## config.mk

```make
export PLATFORM = sky130hd
export DESIGN_NAME = req_buffer
export DESIGN_NICKNAME = d
export VERILOG_FILES = /design/src/hw/l2_pkg.sv /design/src/hw/req_buffer.sv
export SDC_FILE = /design/constraint.sdc
export NUM_CORES = 1
export LEC_CHECK = 0
export BUFFER_PORTS_ARGS = -buffer_cell sky130_fd_sc_hd__buf_2
export CORE_ASPECT_RATIO = 1.1
export CORE_MARGIN = 4
export CORE_UTILIZATION = 40
export CTS_CLUSTER_SIZE = 25
export DETAILED_ROUTE_END_ITERATION = 16
export GPL_TIMING_DRIVEN = 0
export PLACE_DENSITY = 0.85
export SETUP_SLACK_MARGIN = 0.3
export SYNTH_ARGS = -nofsm -noshare
export SYNTH_HDL_FRONTEND = slang
export SYNTH_SLANG_ARGS = --single-unit
export TNS_END_PERCENT = 1
```

## constraint.sdc

```tcl
create_clock -name clk -period 0.8 [get_ports clk]
set_input_delay 0.04 -clock clk [delete_from_list [all_inputs] [get_ports clk]]
set_output_delay 0.04 -clock clk [all_outputs]
set_load 0.05 [all_outputs]
```

## src/hw/l2_pkg.sv

```systemverilog
package l2_pkg;

    localparam int ADDR_W   = 32;
    localparam int WORD_W   = 32;
    localparam int OFFSET_W = 2;                       // word select inside a line
    localparam int INDEX_W  = 4;
    localparam int WAYS     = 8;
    localparam int WAY_W    = 3;
    localparam int TAG_W    = ADDR_W - INDEX_W - OFFSET_W - 2;
    localparam int LINE_W   = WORD_W << OFFSET_W;      // 128
    localparam int SETS     = 1 << INDEX_W;

    // one cache line, word 0 in the low bits
    typedef logic [(1 << OFFSET_W)-1:0][WORD_W-1:0] line_t;

    typedef struct packed {
        logic             valid;
        logic [TAG_W-1:0] tag;
    } tag_entry_t;

    // request source, codes as seen on the old from bus
    typedef enum logic [1:0] {
        SRC_NONE   = 2'b00,
        SRC_IREAD  = 2'b01,
        SRC_DREAD  = 2'b10,
        SRC_DWRITE = 2'b11
    } src_e;

endpackage

```

## src/hw/req_buffer.sv

```systemverilog
module req_buffer (
    input  logic                        clk,
    input  logic                        rstn,
    input  logic                        load,
    input  l2_pkg::src_e                src,
    input  logic [l2_pkg::ADDR_W-1:0]   addr,
    input  logic [l2_pkg::WORD_W-1:0]   wdata,
    output l2_pkg::src_e                src_q,
    output logic [l2_pkg::TAG_W-1:0]    tag,
    output logic [l2_pkg::INDEX_W-1:0]  index,
    output logic [l2_pkg::OFFSET_W-1:0] word,
    output logic [l2_pkg::WORD_W-1:0]   wdata_q
);
    import l2_pkg::*;

    logic [ADDR_W-1:0] addr_q;

    always_ff @(posedge clk) begin
        if (!rstn) begin
            src_q <= SRC_NONE;
        end else if (load) begin
            src_q <= src;
        end
    end

    always_ff @(posedge clk) begin
        if (load) begin
            addr_q  <= addr;
            wdata_q <= wdata;
        end
    end

    // tag | index | word | byte
    assign tag   = addr_q[ADDR_W-1 -: TAG_W];
    assign index = addr_q[OFFSET_W + 2 +: INDEX_W];
    assign word  = addr_q[2 +: OFFSET_W];

endmodule

```

==> impl_metrics.ini <==
[routing]
routed_via_density = 4.53
ant_nets = 0
wire_per_inst_microns = 17.3
vias = 1222
drt_first_pass_iters = 4
drt_wl_total_microns = 4670
route.detailed.drc = 0
dr.first_iter.drc_count = 37

[worst_setup_path]
crit_arrival_ns = 0.92
critPathMaxFanout = 1
crit_path_start_kind = flip-flop
crit_buf_inv = 1
timing.rr.end = src_q[0]$_SDFFE_PN0P_
slowest_stage = edfxtp_1
startpoint = addr_q[24]$_DFFE_PP_
crit_cells = 1
cp.required_ns = 0.76
r2r_slack_ns = 0.12
critPathKind = reg2out
cpPeakStageDelay_ns = 0.42
endpoint = tag[16]
cp-end-kind = output pin
worst_r2r_startpoint = src_q[0]$_SDFFE_PN0P_
reg2reg_depth = 2
cp_top_family = flip-flops
cp_cell_sequence = buf_6

[clock_tree]
insertion_delay_ns = 0.33
cts-root-buf = clkbuf_8
cts.htree.levels = 3
post_cts_buffers = 0
cts_tree = done
cts_buffer_depth = 2
cts-buffers-inserted = 9
clock_sinks = 64
cts.clk_slew.worst_paths_ns = 0.07

[status]
status = complete, but fails checks
violations = hold timing, setup timing

[synth]
yosysTopAreaCell = edfxtp_1
yosysMostFrequentCell = edfxtp_1
ys_seq_area_frac = 0.983
netlist.area_leader.share = 0.962
ys_top_cells_by_count = edfxtp_1, dfxtp_1, mux2i_1, nor2b_1
synth.net_count = 137
post_synth_instance_area_sq_mm = 0.00193
synthFlopType = edfxtp_1
yosys.cell_types.count = 4
netlist_top_cells_area = edfxtp_1, dfxtp_1, mux2i_1
synth_edf_count = 62
synthCells = 68
syn_avg_cell_area_sq_um = 28.4
ys_ff_latch = 64
ys_warn_count = 0
async_reset_ff_frac = 0

[global_routing]
antenna_found_initial = 0
grt_pass1_vias = 1341
grt_busiest_layer = met2
use_met2 = 0.273
grt_start_max_net_pins = 65
grt_pass1_wl_microns = 6440
grtUsageMet1 = 0.143
globalRouteOverflowTotal = 0
met3_usage = 0.0668
grt_usage = 0.155

[power]
switching_power_mw = 2.47
power_frac_comb = 0.188
total_power_mw = 9.11
seqPwrFrac = 0.450
power_leakage_nw = 1.41
ir_drop_v = 0.00168
internal_power_mw = 6.64
clkPwrFrac = 0.362
netSwitchingFraction = 0.271
power_density_mw_per_mm2 = 2740

[sta]
slew_viol_final = 0
hold-worst-slack_ns = -0.120
fin_setup_tns_ns = -7.67
worstMarginPinSlew_ns = 0.465
timing.final.crit_share = 1.21
fin_crit_ns = 0.964
slew_headroom = 0.690
worst_slack_ns = -0.164
hold_viol = 64
setup_viol = 64
max_freq_mhz = 1040
rsz0062_at_grt = true
final.setup_skew_ns = 0

[floorplan]
die_w_microns = 74.3
core-area_sq_mm = 0.00465
dieHeight_microns = 80.9
rows = 26
die_area_sq_mm = 0.00601
io-pin-count = 133
start_util = 0.416

[cells_and_area]
antenna_cells = 0
fin_nets = 278
fin_area_sq_mm = 0.00332
drive_above_1_share = 0.687
area_growth_pct = 71.8

[job]
drv_cap = 0

[min_path]
hold_path_depth = 1
min_path_type = in2reg

[place]
place_congestion = 0.634
placed_area_sq_mm = 0.00266
portBuffers = 130
-- metal layers --
| metal | vias up | share of wire |
|---|---|---|
| met3 | 14 | 0.10 |
| met2 | 77 | 0.57 |
| met1 | 573 | 0.29 |
| met4 | 0 | 0.033 |
| li1 | 558 | - |
| met5 | - | 0 |
-- power groups by stage --
stage / sequential (mW) / combinational, mW / clock, mW
floorplan: 5.03 / 0.00988 / 0
global placement: 4.08 / 1.38 / 0
detailed placement: 4.10 / 1.40 / 0
CTS: 4.09 / 1.71 / 3.39
global route: 4.12 / 1.76 / 3.57
finish: 4.10 / 1.71 / 3.30
-- placed cells by master (no fill, tap or decap) --
| cell | instances |
|---|---|
| clkinv_1 | 1 |
| bufinv_16 | 3 |
| buf_6 | 62 |
| nor2b_1 | 2 |
| clkinv_4 | 1 |
| buf_8 | 3 |
| buf_2 | 65 |
| inv_6 | 1 |
| clkinvlp_4 | 1 |
| dfxtp_4 | 2 |
| mux2i_1 | 2 |
| clkbuf_8 | 9 |
| edfxtp_1 | 62 |
-- per-stage QoR --
step	setup WS [ns]	std cells	utilization
floorplan	0.127	68	-
global placement	-0.674	254	0.572
global route	-0.202	270	0.714
finish	-0.164	270	0.714
detailed placement	-0.782	254	0.572
CTS	-0.171	270	0.714
-- cell type report --
class	count	area, sq um
tap	56	70.1
sequential	64	1910
fill	281	1330
clock inverter	7	119
multi-input combinational	4	32.5
clock buffer	9	124
timing repair buffer	130	1070
-- cell families (layout without fill, tap and decap cells) --
family,count (synthesis),in the layout,synth area share
mux,2,2,0.0103
flops,64,64,0.983
simple gates,2,2,0.00647
buf+inv,0,146,0
-- worst min path at each step --
stage	end	from	slack (ns)
after floorplan	addr_q[10]$_DFFE_PP_	addr[10]	0.14
after global placement	wdata_q[2]$_DFFE_PP_	wdata[2]	0.22
after detailed placement	wdata_q[15]$_DFFE_PP_	wdata[15]	0.22
after CTS	addr_q[3]$_DFFE_PP_	addr[3]	-0.14
after global routing	addr_q[25]$_DFFE_PP_	addr[25]	-0.15
final	addr_q[3]$_DFFE_PP_	addr[3]	-0.12
-- registers in the layout, summed over array words and instances (netlist names) --
| register | count |
|---|---|
| wdata_q | 32 |
| addr_q | 30 |
| src_q | 2 |
-- what timing repair did --
item                                    4_1_cts  5_1_grt
endpoints found under the setup margin      128       66
resized for setup                           133        0
endpoints found under the hold margin        64       64
(Power assumes the default switching activity.)
