File: config.mk
export PLATFORM = sky130hd
export DESIGN_NAME = plru_table
export DESIGN_NICKNAME = d
export VERILOG_FILES = /design/src/hw/l2_pkg.sv /design/src/hw/plru_table.sv
export SDC_FILE = /design/constraint.sdc
export NUM_CORES = 1
export LEC_CHECK = 0
export BUFFER_PORTS_ARGS = -buffer_cell sky130_fd_sc_hd__buf_2
export CORE_MARGIN = 2
export CORE_UTILIZATION = 50
export CTS_CLUSTER_SIZE = 28
export DETAILED_ROUTE_END_ITERATION = 8
export MAX_ROUTING_LAYER = met4
export PLACE_DENSITY = 0.66
export SLEW_MARGIN = 10
export SYNTH_ARGS = -nofsm -noshare
export SYNTH_HDL_FRONTEND = slang
export SYNTH_SLANG_ARGS = --single-unit
export TNS_END_PERCENT = 1
File: constraint.sdc
create_clock -name clk -period 6.55 [get_ports clk]
set_input_delay 1.31 -clock clk [delete_from_list [all_inputs] [get_ports clk]]
set_output_delay 1.31 -clock clk [all_outputs]
set_load 0.02 [all_outputs]
File: src/hw/l2_pkg.sv
package l2_pkg;

    localparam int ADDR_W   = 32;
    localparam int WORD_W   = 32;
    localparam int OFFSET_W = 2;                       // word select inside a line
    localparam int INDEX_W  = 4;
    localparam int WAYS     = 8;
    localparam int WAY_W    = 3;
    localparam int TAG_W    = ADDR_W - INDEX_W - OFFSET_W - 2;
    localparam int LINE_W   = WORD_W << OFFSET_W;      // 128
    localparam int SETS     = 1 << INDEX_W;

    // one cache line, word 0 in the low bits
    typedef logic [(1 << OFFSET_W)-1:0][WORD_W-1:0] line_t;

    typedef struct packed {
        logic             valid;
        logic [TAG_W-1:0] tag;
    } tag_entry_t;

    // request source, codes as seen on the old from bus
    typedef enum logic [1:0] {
        SRC_NONE   = 2'b00,
        SRC_IREAD  = 2'b01,
        SRC_DREAD  = 2'b10,
        SRC_DWRITE = 2'b11
    } src_e;

endpackage

File: src/hw/plru_table.sv
module plru_table (
    input  logic                       clk,
    input  logic                       rstn,
    input  logic [l2_pkg::INDEX_W-1:0] index,
    input  logic                       use_valid,
    input  logic [l2_pkg::WAY_W-1:0]   use_way,
    output logic [l2_pkg::WAY_W-1:0]   victim
);
    import l2_pkg::*;

    // heap order: node 1 is the root, node n has children 2n and 2n+1
    logic [WAYS-1:1] tree [SETS];
    logic [WAYS-1:1] next_bits;

    // walk from the root, each bit picks the side to evict
    always_comb begin : pick
        int node;
        node = 1;
        for (int l = 0; l < WAY_W; l++) begin
            node = 2 * node + int'(tree[index][node]);
        end
        victim = WAY_W'(node - WAYS);
    end

    // bits on the path of the used way point the other way
    always_comb begin : touch
        int node;
        node = 1;
        next_bits = tree[index];
        for (int l = WAY_W - 1; l >= 0; l--) begin
            next_bits[node] = ~use_way[l];
            node = 2 * node + int'(use_way[l]);
        end
    end

    always_ff @(posedge clk) begin
        if (!rstn) begin
            for (int s = 0; s < SETS; s++) begin
                tree[s] <= '0;
            end
        end else if (use_valid) begin
            tree[index] <= next_bits;
        end
    end

endmodule

==> impl_metrics.env <==
export IMPL_clk_path_buf_depth=2
export IMPL_synth_seq_cells=112
export IMPL_antenna_cells=0
export IMPL_crit_slowest_cell="buf_2"
export IMPL_drive_above_1_share_pct=17.9
export IMPL_worstReg2RegStart="tree[2][6]"
export IMPL_arrival_ns=3.71
export IMPL_run_status="finished clean"
export IMPL_drc=0
export IMPL_dr_pass1_iters=4
export IMPL_finalCriticalPeriod_ns=5.02
export IMPL_drt_wl_total_microns=10400
export IMPL_dpl_hpwl_microns=6950
export IMPL_cp_end_kind="output pin"
export IMPL_finalClockSkew_ns=0.0128
export IMPL_worstSetupStartpoint="index[0]"
export IMPL_antenna_found_initial=0
export IMPL_nets=363
export IMPL_slowest_delay_ns=0.76
export IMPL_post_place_ws_ns=1.45
export IMPL_cp_top_family="multiplexers"
export IMPL_syn_area_per_cell_sq_um=14.4
export IMPL_first_iter_violations=219
export IMPL_crit_buf_inv=2
export IMPL_cts_tree="done"
export IMPL_htreeDepth=3
export IMPL_grt_setup_unrepaired="no"
export IMPL_slew_violations=0
export IMPL_clkTransAtPathRegs_ns=0.11
export IMPL_grt_pass1_wl_microns=16500
export IMPL_synth_area_sq_um=5030
export IMPL_placedInstanceArea_sq_um=5130
export IMPL_grt_pass1_vias=2901
export IMPL_most_common_layout_cells="nor2_1 (116), edfxtp_1 (112), nand2_1 (41)"
export IMPL_leakagePower_nw=1.82
export IMPL_worst_slack_ns=1.53
export IMPL_clkSinkCount=112
export IMPL_area_growth_pct=5.47
export IMPL_synth_nets=360
export IMPL_hold_violations=0
export IMPL_hold_class="reg2reg"
export IMPL_setup_tns_final_ns=0
export IMPL_track_usage_pct=21.2
export IMPL_fin_crit_sh_pct=76.7
export IMPL_crit_required_ns=5.24
export IMPL_cts_hold_buf=0
export IMPL_clock_fmax_mhz=199
export IMPL_rows=36
export IMPL_synthCells=350
export IMPL_vias=2798
export IMPL_grt_max_degree=33
export IMPL_hold_start="tree[9][3]"
export IMPL_synth_cell_types=24
export IMPL_port_buffer_count=12
export IMPL_die_w_microns=104
export IMPL_wl_per_cell_microns=21.1
export IMPL_ios=13
export IMPL_regMostFlops="tree"
export IMPL_largest_register_ffs=112
export IMPL_root_buffer="clkbuf_8"
export IMPL_ys_seq_area_share_pct=66.9
export IMPL_final_area_sq_um=5300
export IMPL_relSlewSlack_pct=30.9
export IMPL_cp_cell_sequence="buf_2 -> mux4_2 -> mux4_2 -> mux2_4 -> buf_2"
export IMPL_place_congestion=0.813
export IMPL_setup_violations=0
export IMPL_criticalPathCategory="in2out"
export IMPL_ir_drop_uv=117
export IMPL_avgViaCountPerCell=5.70
export IMPL_worstSkewPairLatency_ns=0.37
export IMPL_ant_nets=0
export IMPL_top_regs="tree: 112 flops"
export IMPL_fp_dieH_microns=104
export IMPL_final_common_cell="nor2_1"
export IMPL_core_sq_um=9770
export IMPL_powerDensity_nw_per_um2=255
export IMPL_worstSetupStartpointType="input pin"
export IMPL_numCtsBuffers=9
export IMPL_grt_remaining_overflow=0
export IMPL_worstMarginPinSlew_ns=1.04
export IMPL_start_util_pct=51.4
export IMPL_die_area_sq_um=10900
export IMPL_cts_resized=0
export IMPL_maxCapViolCount=0
export IMPL_crit_path_max_fanout=32
export IMPL_cts_setup_buffers=0
export IMPL_yosys_warnings=0
[path summary, 6_finish.rpt]
kind                                    end  cells past startpoint  slack, ns
worst max register to register  tree[10][6]                      5       4.03
worst max-delay path              victim[1]                      5       1.53
worst min register to register   tree[2][3]                      5       1.20
worst min-delay path             tree[2][3]                      5       1.20
[cells in the mapped netlist, drive strengths merged]
| cell | count | area share (%) |
|---|---|---|
| nand2b | 1 | 0.12 |
| edfxtp | 112 | 67 |
| inv | 2 | 0.15 |
| a22oi | 12 | 1.8 |
| a21boi | 1 | 0.22 |
| mux2i | 5 | 1.5 |
| and2 | 1 | 0.12 |
| nand2 | 41 | 3.1 |
| nor2b | 2 | 0.25 |
| nor3b | 2 | 0.30 |
| nor2 | 116 | 8.7 |
| nor3 | 1 | 0.099 |
| clkbuf | 8 | 0.60 |
| buf | 12 | 2.0 |
| a21oi | 3 | 0.82 |
| mux2 | 1 | 0.30 |
| mux4 | 29 | 13 |
| and4 | 1 | 0.17 |
[cell type report]
| class | instances | area, sq um |
|---|---|---|
| clock buffers | 9 | 124 |
| clock inverters | 7 | 53.8 |
| fillers | 839 | 4470 |
| inverters | 2 | 7.51 |
| multi-input cells | 216 | 1530 |
| flip-flops and latches | 112 | 3360 |
| well taps | 133 | 166 |
| repair buffers | 12 | 60.1 |
[routing by layer]
metal | up-vias | share of wire (%) | global-route usage [%]
li1 | 1290 | - | -
met4 | 0 | 2.8 | 9.46
met3 | 16 | 6.0 | 3.07
met1 | 1403 | 41 | 29.0
met5 | - | 0 | -
met2 | 89 | 50 | 31.9
[report_power, final]
group	switching [W]	internal, W	total [W]	leakage (nW)
Clock	0.000246	0.000143	0.000389	0.0879
Combinational	0.0000916	0.0000471	0.000139	0.588
Sequential	0.00000882	0.000816	0.000825	1.14
[per-stage QoR]
step	instances	hold WS, ns	utilization [%]	power, W
2_1_floorplan	350	0.910	-	0.000943
3_3_place_gp	475	1.14	52.4	0.000979
3_5_place_dp	475	1.18	52.4	0.000982
4_1_cts	491	1.20	54.3	0.00136
5_1_grt	491	1.25	54.3	0.00140
6_report	491	1.20	54.3	0.00135
[logic make-up after synthesis]
| group | share of synthesized area, % |
|---|---|
| buffers and inverters | 2.71 |
| DFF | 66.9 |
| and+or+nand+nor | 12.8 |
| muxes | 14.8 |
| AOI/OAI and AO/OA | 2.84 |
[tightest hold or removal path, cell delays in order, from the launching register on]
cell and delay [ns]:
edfxtp_1 0.33, mux4_2 0.23, a22oi_1 0.08, nand2_1 0.13, mux2i_4 0.20, nor2_1 0.13
No activity file was read; power rests on OpenSTA's default activity.
