**config.mk**
```make
export PLATFORM = sky130hd
export DESIGN_NAME = main_fsm
export DESIGN_NICKNAME = d
export VERILOG_FILES = /design/src/hw/l2_pkg.sv /design/src/hw/main_fsm.sv
export SDC_FILE = /design/constraint.sdc
export NUM_CORES = 1
export LEC_CHECK = 0
export BUFFER_PORTS_ARGS = -buffer_cell sky130_fd_sc_hd__buf_2
export CORE_MARGIN = 3
export CORE_UTILIZATION = 42
export CTS_CLUSTER_SIZE = 30
export DETAILED_ROUTE_END_ITERATION = 7
export PLACE_DENSITY = 0.87
export SLEW_MARGIN = 20
export SYNTH_ARGS = -nofsm -noshare
export SYNTH_HDL_FRONTEND = slang
export SYNTH_SLANG_ARGS = --single-unit
```
**constraint.sdc**
```tcl
create_clock -name clk -period 2.95 [get_ports clk]
set_clock_uncertainty 0.1 [all_clocks]
set_input_delay 0.295 -clock clk [delete_from_list [all_inputs] [get_ports clk]]
set_output_delay 0.295 -clock clk [all_outputs]
set_load 0.005 [all_outputs]
```
**src/hw/l2_pkg.sv**
```systemverilog
package l2_pkg;

    localparam int ADDR_W   = 32;
    localparam int WORD_W   = 32;
    localparam int OFFSET_W = 2;                       // word select inside a line
    localparam int INDEX_W  = 4;
    localparam int WAYS     = 8;
    localparam int WAY_W    = 3;
    localparam int TAG_W    = ADDR_W - INDEX_W - OFFSET_W - 2;
    localparam int LINE_W   = WORD_W << OFFSET_W;      // 128
    localparam int SETS     = 1 << INDEX_W;

    // one cache line, word 0 in the low bits
    typedef logic [(1 << OFFSET_W)-1:0][WORD_W-1:0] line_t;

    typedef struct packed {
        logic             valid;
        logic [TAG_W-1:0] tag;
    } tag_entry_t;

    // request source, codes as seen on the old from bus
    typedef enum logic [1:0] {
        SRC_NONE   = 2'b00,
        SRC_IREAD  = 2'b01,
        SRC_DREAD  = 2'b10,
        SRC_DWRITE = 2'b11
    } src_e;

endpackage

```
**src/hw/main_fsm.sv**
```systemverilog
module main_fsm (
    input  logic                     clk,
    input  logic                     rstn,
    input  logic                     icache_req,
    input  logic                     dcache_req,
    input  logic                     dcache_wr,
    input  l2_pkg::src_e             src_q,
    input  logic [l2_pkg::WAYS-1:0]  hit,
    input  logic [l2_pkg::WAY_W-1:0] victim,
    input  logic                     victim_dirty,
    input  logic                     mem_addr_ok_r,
    input  logic                     mem_addr_ok_w,
    input  logic                     mem_data_ok,
    output logic                     load,
    output l2_pkg::src_e             src,
    output logic                     icache_addr_ok,
    output logic                     dcache_addr_ok,
    output logic                     icache_data_ok,
    output logic                     dcache_data_ok,
    output logic                     mem_req_r,
    output logic                     mem_req_w,
    output logic                     mem_rdy,
    output logic                     tag_we,
    output logic                     dirty_set,
    output logic                     dirty_clr,
    output logic                     refill,
    output logic                     word_we,
    output logic                     use_valid,
    output logic [l2_pkg::WAY_W-1:0] way,
    output logic                     data_sel_return
);
    import l2_pkg::*;

    typedef enum logic [2:0] {
        IDLE,
        LOOKUP,
        WRITEBACK,
        REFILL_REQ,
        REFILL_WAIT,
        REFILL_MERGE
    } state_e;

    state_e           state;
    state_e           next_state;
    logic [WAY_W-1:0] hit_pos;
    logic [WAY_W-1:0] victim_q;
    logic             any_hit;
    logic             is_write;

    assign any_hit  = |hit;
    assign is_write = (src_q == SRC_DWRITE);

    // data side wins a tie
    always_comb begin
        if (dcache_req) begin
            src = dcache_wr ? SRC_DWRITE : SRC_DREAD;
        end else if (icache_req) begin
            src = SRC_IREAD;
        end else begin
            src = SRC_NONE;
        end
    end

    // lowest hitting way
    always_comb begin
        hit_pos = '0;
        for (int w = WAYS - 1; w >= 0; w--) begin
            if (hit[w]) begin
                hit_pos = WAY_W'(w);
            end
        end
    end

    // victim is fixed once the miss is seen
    assign way = (state == LOOKUP) ? (any_hit ? hit_pos : victim) : victim_q;

    always_ff @(posedge clk) begin
        if (!rstn) begin
            state    <= IDLE;
            victim_q <= '0;
        end else begin
            state <= next_state;
            if (state == LOOKUP && !any_hit) begin
                victim_q <= victim;
            end
        end
    end

    //////////////////////////////////////////////////////////////////////
    // next state and strobes
    //////////////////////////////////////////////////////////////////////
    always_comb begin
        next_state      = state;
        load            = 1'b0;
        icache_addr_ok  = 1'b0;
        dcache_addr_ok  = 1'b0;
        icache_data_ok  = 1'b0;
        dcache_data_ok  = 1'b0;
        mem_req_r       = 1'b0;
        mem_req_w       = 1'b0;
        mem_rdy         = 1'b0;
        tag_we          = 1'b0;
        dirty_set       = 1'b0;
        dirty_clr       = 1'b0;
        refill          = 1'b0;
        word_we         = 1'b0;
        use_valid       = 1'b0;
        data_sel_return = 1'b0;
        case (state)
            IDLE: begin
                if (src != SRC_NONE) begin
                    load           = 1'b1;
                    icache_addr_ok = (src == SRC_IREAD);
                    dcache_addr_ok = src[1];   // both data codes
                    next_state     = LOOKUP;
                end
            end
            LOOKUP: begin
                if (any_hit) begin
                    use_valid      = 1'b1;
                    word_we        = is_write;   // write hit, merge and mark dirty
                    dirty_set      = is_write;
                    icache_data_ok = (src_q == SRC_IREAD);
                    dcache_data_ok = (src_q == SRC_DREAD);
                    next_state     = IDLE;
                end else if (victim_dirty) begin
                    next_state = WRITEBACK;
                end else begin
                    next_state = REFILL_REQ;
                end
            end
            WRITEBACK: begin
                mem_req_w = 1'b1;
                if (mem_addr_ok_w) begin
                    next_state = REFILL_REQ;
                end
            end
            REFILL_REQ: begin
                mem_req_r = 1'b1;
                if (mem_addr_ok_r) begin
                    next_state = REFILL_WAIT;
                end
            end
            REFILL_WAIT: begin
                mem_rdy = 1'b1;
                if (mem_data_ok) begin
                    refill    = 1'b1;
                    tag_we    = 1'b1;
                    use_valid = 1'b1;
                    dirty_set = is_write;
                    dirty_clr = !is_write;
                    if (is_write) begin
                        next_state = REFILL_MERGE;
                    end else begin
                        data_sel_return = 1'b1;   // word straight from the bus
                        icache_data_ok  = (src_q == SRC_IREAD);
                        dcache_data_ok  = (src_q == SRC_DREAD);
                        next_state      = IDLE;
                    end
                end
            end
            REFILL_MERGE: begin
                word_we    = 1'b1;
                next_state = IDLE;
            end
            default: next_state = IDLE;
        endcase
    end

endmodule

```
==> results.ini, run 1 <==
[grt]
grt_max_degree=12
antenna_found_initial=0
grt_pass1_wl_mm=2.615
grt_pass1_vias=646
grt.total_usage_pct=17.48
grt_overflow=0

[placed_design]
routabilityCongestion=0.7603
portBuffers=41
hpwl_mm=1.311

[pwr]
ir_drop_v=0.0002328
power.density_nw_per_um2=288.0
p_leak_uw=0.0003920

[timing]
whs_ns=0.2094
setup_viol=0
slew_viol_final=0
rsz0062_at_grt=false
post-route-period-util_pct=73.91
max_freq_ghz=0.4586
fin_crit_ns=2.180
worst_slew_pin_slew_ns=0.4539
setup_tns_ns=0
relSlewSlack_pct=69.46
hold_viol=0

[drt]
met2RoutedLength_um=806
route.met3.wl_um=117
met1_length_um=621
routedWlPerCell_um=11.73
drt_wl_total_mm=1.572
drtIter0Drc=17
antenna_left=0
first_pass_iters=4
maxUsedRoutingLayer=met4
avgViaCountPerCell=5.410
num_vias=725
drc=0

[logic_synthesis]
ys_seq_elements=6
synth_edf_count=0
yosysSeqAreaShare_pct=20.17
ys_async_sr_fraction_pct=0
synth_area_um2=595.6
synth-main-ff-cell=dfxtp_1
ys_types=31
ys_warn_count=0
syn_avg_cell_area_um2=7.090
synth_nets=106
synthCells=84

[run]
maxCapViolCount=0

[final_layout]
post-route-util_pct=64.30
fill_cells=115
diodes=0
syn_to_final_growth_pct=31.30
final_cell_mix=buf_2, nand2_1, nor2_1
final_common_cell=buf_2
drive_above_1_share_pct=41.67
nNetsFinal=144

[floorplan]
die_h_um=43.66
io_pins=42
design.die.area_um2=1906
fp.coreArea_um2=1216
fp-row-count=12
die_w_um=43.66
initial_utilization_pct=48.97

[clock_tree]
cts_buffers=3
cts.sinks=6
clk_latency_ns=0.24
cts_setup_buffers=0
cts_resized=0
htree_levels=1
cts_tree=built
holdBufCountCts=0
clockBufferDepth=2
clkSlewWorstSetupHoldPaths_ns=0.05
cts-root-buf=clkbuf_4

[setup_path]
crit_required_ns=2.56
crit_type=reg -> out
cp.arrival_ns=1.79
start_kind=flop
cp-end-kind=output pin
critPathMaxFanout=9

[run_status]
status=completed

[worst_hold_path]
hp-class=in -> reg

[worst max-delay path: stages, from the launching register on]
cell and delay (ns):
dfxtp_1 0.54, nor3b_1 0.38, a21oi_1 0.20, nor4b_2 0.28, buf_2 0.15
[layer usage]
metal  GRT usage (%)  vias up
li1                -      374
met1           21.78      321
met2           28.49       26
met3           2.905        4
met4           9.036        0
met5               0        -
[report_power, final]
group / switching [uW] / internal (uW)
clock: 29.3 / 46.0
combinational: 32.1 / 31.3
sequential: 3.87 / 82.7
total: 65.3 / 160
[logic make-up (layout without fill, tap and decap cells)]
group,after synthesis,after routing,share of synthesized area [%]
compound gates,22,22,26.89
flops,6,6,20.17
simple gates,44,44,40.12
buf+inv,12,48,12.81
[worst paths after layout]
kind / from / endpoint / slack, ns / depth (start not counted)
worst max-delay path: state[0] / dcache_data_ok / 0.77 / 4
worst min register to register: victim_q[1] / victim_q[1] / 0.38 / 2
worst min-delay path: victim[2] / victim_q[2] / 0.21 / 3
worst max register to register: state[0] / state[0] / 1.27 / 4
[final cells by class]
| class | instances | area, um^2 | share of cell area (%) |
|---|---|---|---|
| multi-input combinational | 66 | 399.1 | 51.04 |
| timing repair buffer | 41 | 205.2 | 26.24 |
| sequential | 6 | 120.1 | 15.36 |
| clock buffer | 3 | 22.52 | 2.880 |
| inverter | 4 | 17.52 | 2.240 |
| tap | 14 | 17.52 | 2.240 |
[cells in the mapped netlist, drive strengths merged (2+ instances only)]
library cell / n / area share [%]
inv: 4 / 2.9
buf: 8 / 9.9
or3: 2 / 2.9
nand3: 4 / 3.4
nand2b: 4 / 4.2
a221o: 2 / 3.4
o21ai: 8 / 6.7
a21oi: 5 / 4.2
nor4b: 2 / 4.0
nor4: 4 / 4.2
dfxtp: 6 / 20
nand2: 13 / 8.2
nor2: 10 / 6.7
nor3b: 3 / 4.6
[stage by stage]
stage	std cells	total power, uW	cell area, um^2	worst slack [ns]
6_report	134	225.2	782.0	0.7696
5_1_grt	134	241.4	782.0	0.6020
4_1_cts	134	229.8	782.0	0.7624
3_5_place_dp	131	151.5	759.5	0.9347
3_3_place_gp	131	149.7	759.5	0.9561
2_1_floorplan	84	124.8	595.6	1.241
[flip-flops by register name, indices dropped and copies added, names as in the netlist]
signal    count
state         3
victim_q      3
Power figures use the tool's default switching activity.
==> run 2: changes to the inputs <==
Settings changed: ABC_AREA from default to 1, CORE_UTILIZATION 42 to 41, PLACE_DENSITY 0.87 to 0.83.
Clock period 2.95 ns to 2.2 ns, I/O delays scaled along.
==> results.ini, run 2 <==
[setup_path]
cp.arrival_ns=1.44  ; -0.35 ns
start_kind=flop
critPathMaxFanout=6  ; -3
critical_path.max_stage_delay_ns=0.36  ; -0.18 ns
timing.critical_path.mode_cell=nor2_4
cp-end-kind=output pin
cp_cell_sequence=inv_4 > nand2_4 > nor2_4 > inv_2 > nor2_4 > nor2_4 > nor3_2 > buf_2
crit_type=reg -> out
cp_slowest_cell=dfxtp_1
crit_required_ns=1.88  ; -0.68 ns

[final_layout]
final_cell_mix=buf_2, nand2_1, inv_1
nNetsFinal=176  ; +22%
seq_area_um2=120.1  ; unchanged
syn_to_final_growth_pct=33.71
drive_above_1_share_pct=43.42  ; +1.8 points
final_common_cell=buf_2
fill_cells=151  ; +31%
multiInputGateArea_um2=432.9  ; +8.5%
top_regs=state x3, victim_q x3
diodes=0  ; unchanged
stdcell_area_um2=888.4  ; +14%

[timing]
hold_viol=0  ; unchanged
fin_crit_ns=1.755
setup_viol=0  ; unchanged
max_freq_ghz=0.5697
rsz0062_at_grt=false
whs_ns=0.1355  ; -0.07390 ns
final.setup.worst_slack_ns=0.4446  ; -0.3250 ns
setup_tns_ns=0  ; unchanged
slew_viol_final=0  ; unchanged
worst_slew_pin_slew_ns=0.2388  ; -0.2151 ns
post-route-period-util_pct=79.79
relSlewSlack_pct=84.06  ; +15 points

[logic_synthesis]
synth_area_um2=664.4  ; +12%
synth_compound_area_share_pct=15.25  ; -12 points
synth-main-ff-cell=dfxtp_1
synthSimpleGateAreaFrac_pct=49.91  ; +9.8 points
ys_async_sr_fraction_pct=0  ; unchanged
syn_avg_cell_area_um2=5.985  ; -16%
synth_top_family_by_area=simple AND/OR/NAND/NOR gates
synth_edf_count=0  ; unchanged
synth.top_cells.by_area=dfxtp_1, nand2_1, inv_1
ys_warn_count=0  ; unchanged
yosysMostFrequentCell=nand2_1
synth_nets=133  ; +25%
yosysTopAreaCell=dfxtp_1
yosysSeqAreaShare_pct=18.08  ; -2.1 points
ys_types=23  ; -26%
muxShareOfSynthArea_pct=0  ; unchanged
synth_xor_area_share_pct=0  ; unchanged
synthCells=111  ; +32%
yosysTopAreaCellShare_pct=18.08  ; -2.1 points
ys_top_cells_by_count=nand2_1, inv_1, nor2_1
synth_fa_ha_area_share_pct=0  ; unchanged
ys_seq_elements=6  ; unchanged

[floorplan]
fp-row-count=13  ; +1
die_h_um=46.26  ; +6.0%
fp.coreArea_um2=1415  ; +16%
io_pins=42  ; unchanged
die_w_um=46.26  ; +6.0%
initial_utilization_pct=46.95  ; -2.0 points
design.die.area_um2=2140  ; +12%

[placed_design]
portBuffers=41  ; unchanged
routabilityCongestion=0.8298  ; +9.1%
post-place-ws_ns=0.6803  ; -0.2544 ns
hpwl_mm=1.563  ; +19%
dpl_cell_area_um2=865.8  ; +14%

[clock_tree]
cts-root-buf=clkbuf_4
cts_setup_buffers=0  ; unchanged
cts_resized=0  ; unchanged
cts_buffers=3  ; unchanged
holdBufCountCts=0  ; unchanged
cts_tree=built
htree_levels=1  ; unchanged
clockBufferDepth=2  ; unchanged
cts.sinks=6  ; unchanged
clkSlewWorstSetupHoldPaths_ns=0.05  ; about the same
clk_latency_ns=0.24  ; about the same

[pwr]
p_sw_share_pct=32.48  ; +3.5 points
p_seq_share_pct=36.0  ; -2.4 points
combinationalPowerShare_pct=31.0  ; +2.9 points
power_switching_uw=102.9  ; +58%
fin_total_pwr_uw=316.9  ; +41%
p_int_uw=214.0  ; +34%
clock_power_share_pct=33.0  ; -0.5 points
p_leak_uw=0.0005314  ; +36%
power.density_nw_per_um2=356.7  ; +24%
ir_drop_v=0.0002896  ; +24%

[drt]
drtIter0Drc=18  ; +1
num_vias=828  ; +14%
avgViaCountPerCell=4.958  ; -8.4%
routedWlPerCell_um=10.79  ; -8.0%
drc=0  ; unchanged
antenna_left=0  ; unchanged
drt_wl_total_mm=1.802  ; +15%
first_pass_iters=4  ; unchanged

[run]
maxCapViolCount=0  ; unchanged

[run_status]
status=completed

[worst_hold_path]
hp-class=in -> reg

[grt]
antenna_found_initial=0  ; unchanged
grt_pass1_vias=707  ; +9.4%
grt_max_degree=7  ; -5
grt_pass1_wl_mm=2.739  ; +4.7%
grt_overflow=0  ; unchanged
grt.total_usage_pct=17.22  ; -0.26 points

## run 2: cell count changes in the layout (fill, tap and decap cells not counted), sizes merged, moves of 3 or more
cell    delta
nor3b      -3
nor2      +13
nand2     +14
nor4       -4
nand2b     -4
inv       +19
nand3      +4
## run 2: layout make-up
class / instances / area share [%]
Multi-Input combinational cell: 79 / 48.73
Tap cell: 15 / 2.113
Sequential cell: 6 / 13.52
Clock buffer: 3 / 2.535
Timing Repair Buffer: 41 / 23.10
Inverter: 23 / 10.00
## run 2: logic make-up after synthesis
family / after synthesis
AND/OR/NAND/NOR: 62
AO/OA/AOI/OAI: 17
flip-flops: 6
buffers and inverters: 26
## run 2: critical path: cells and delay by family, from the launching register on
kind	cells	cell delay, ns
buf+inv	3	0.34
simple gates	5	0.49
flops	1	0.36
## run 2: metal layers
metal,share of wire (%),global-route usage [%]
met1,41,18.62
met2,53,31.32
met3,4.6,1.953
met4,1.8,10.23
met5,0,0
## run 2: final timing paths
check | end | depth (start not counted) | start | slack, ns
worst min register to register | victim_q[0] | 2 | victim_q[0] | 0.36
worst min-delay path | victim_q[2] | 3 | rstn | 0.14
worst max-delay path | icache_data_ok | 8 | state[1] | 0.44
worst max register to register | state[1] | 8 | state[2] | 0.90
## run 2: metrics by stage
step           cells  utilization, %
5_1_grt          167           62.78
2_1_floorplan    111               -
4_1_cts          167           62.78
3_5_place_dp     164           61.18
3_3_place_gp     164           61.18
6_report         167           62.78
## run 2: power groups by stage
| stage | Sequential [uW] | Combinational (uW) | Clock (uW) |
|---|---|---|---|
| floorplan | 116 | 56.8 | 0 |
| global placement | 116 | 93.9 | 0 |
| detailed placement | 116 | 98.1 | 0 |
| CTS | 114 | 98.4 | 107 |
| global route | 114 | 110 | 112 |
| finish | 114 | 98.3 | 105 |
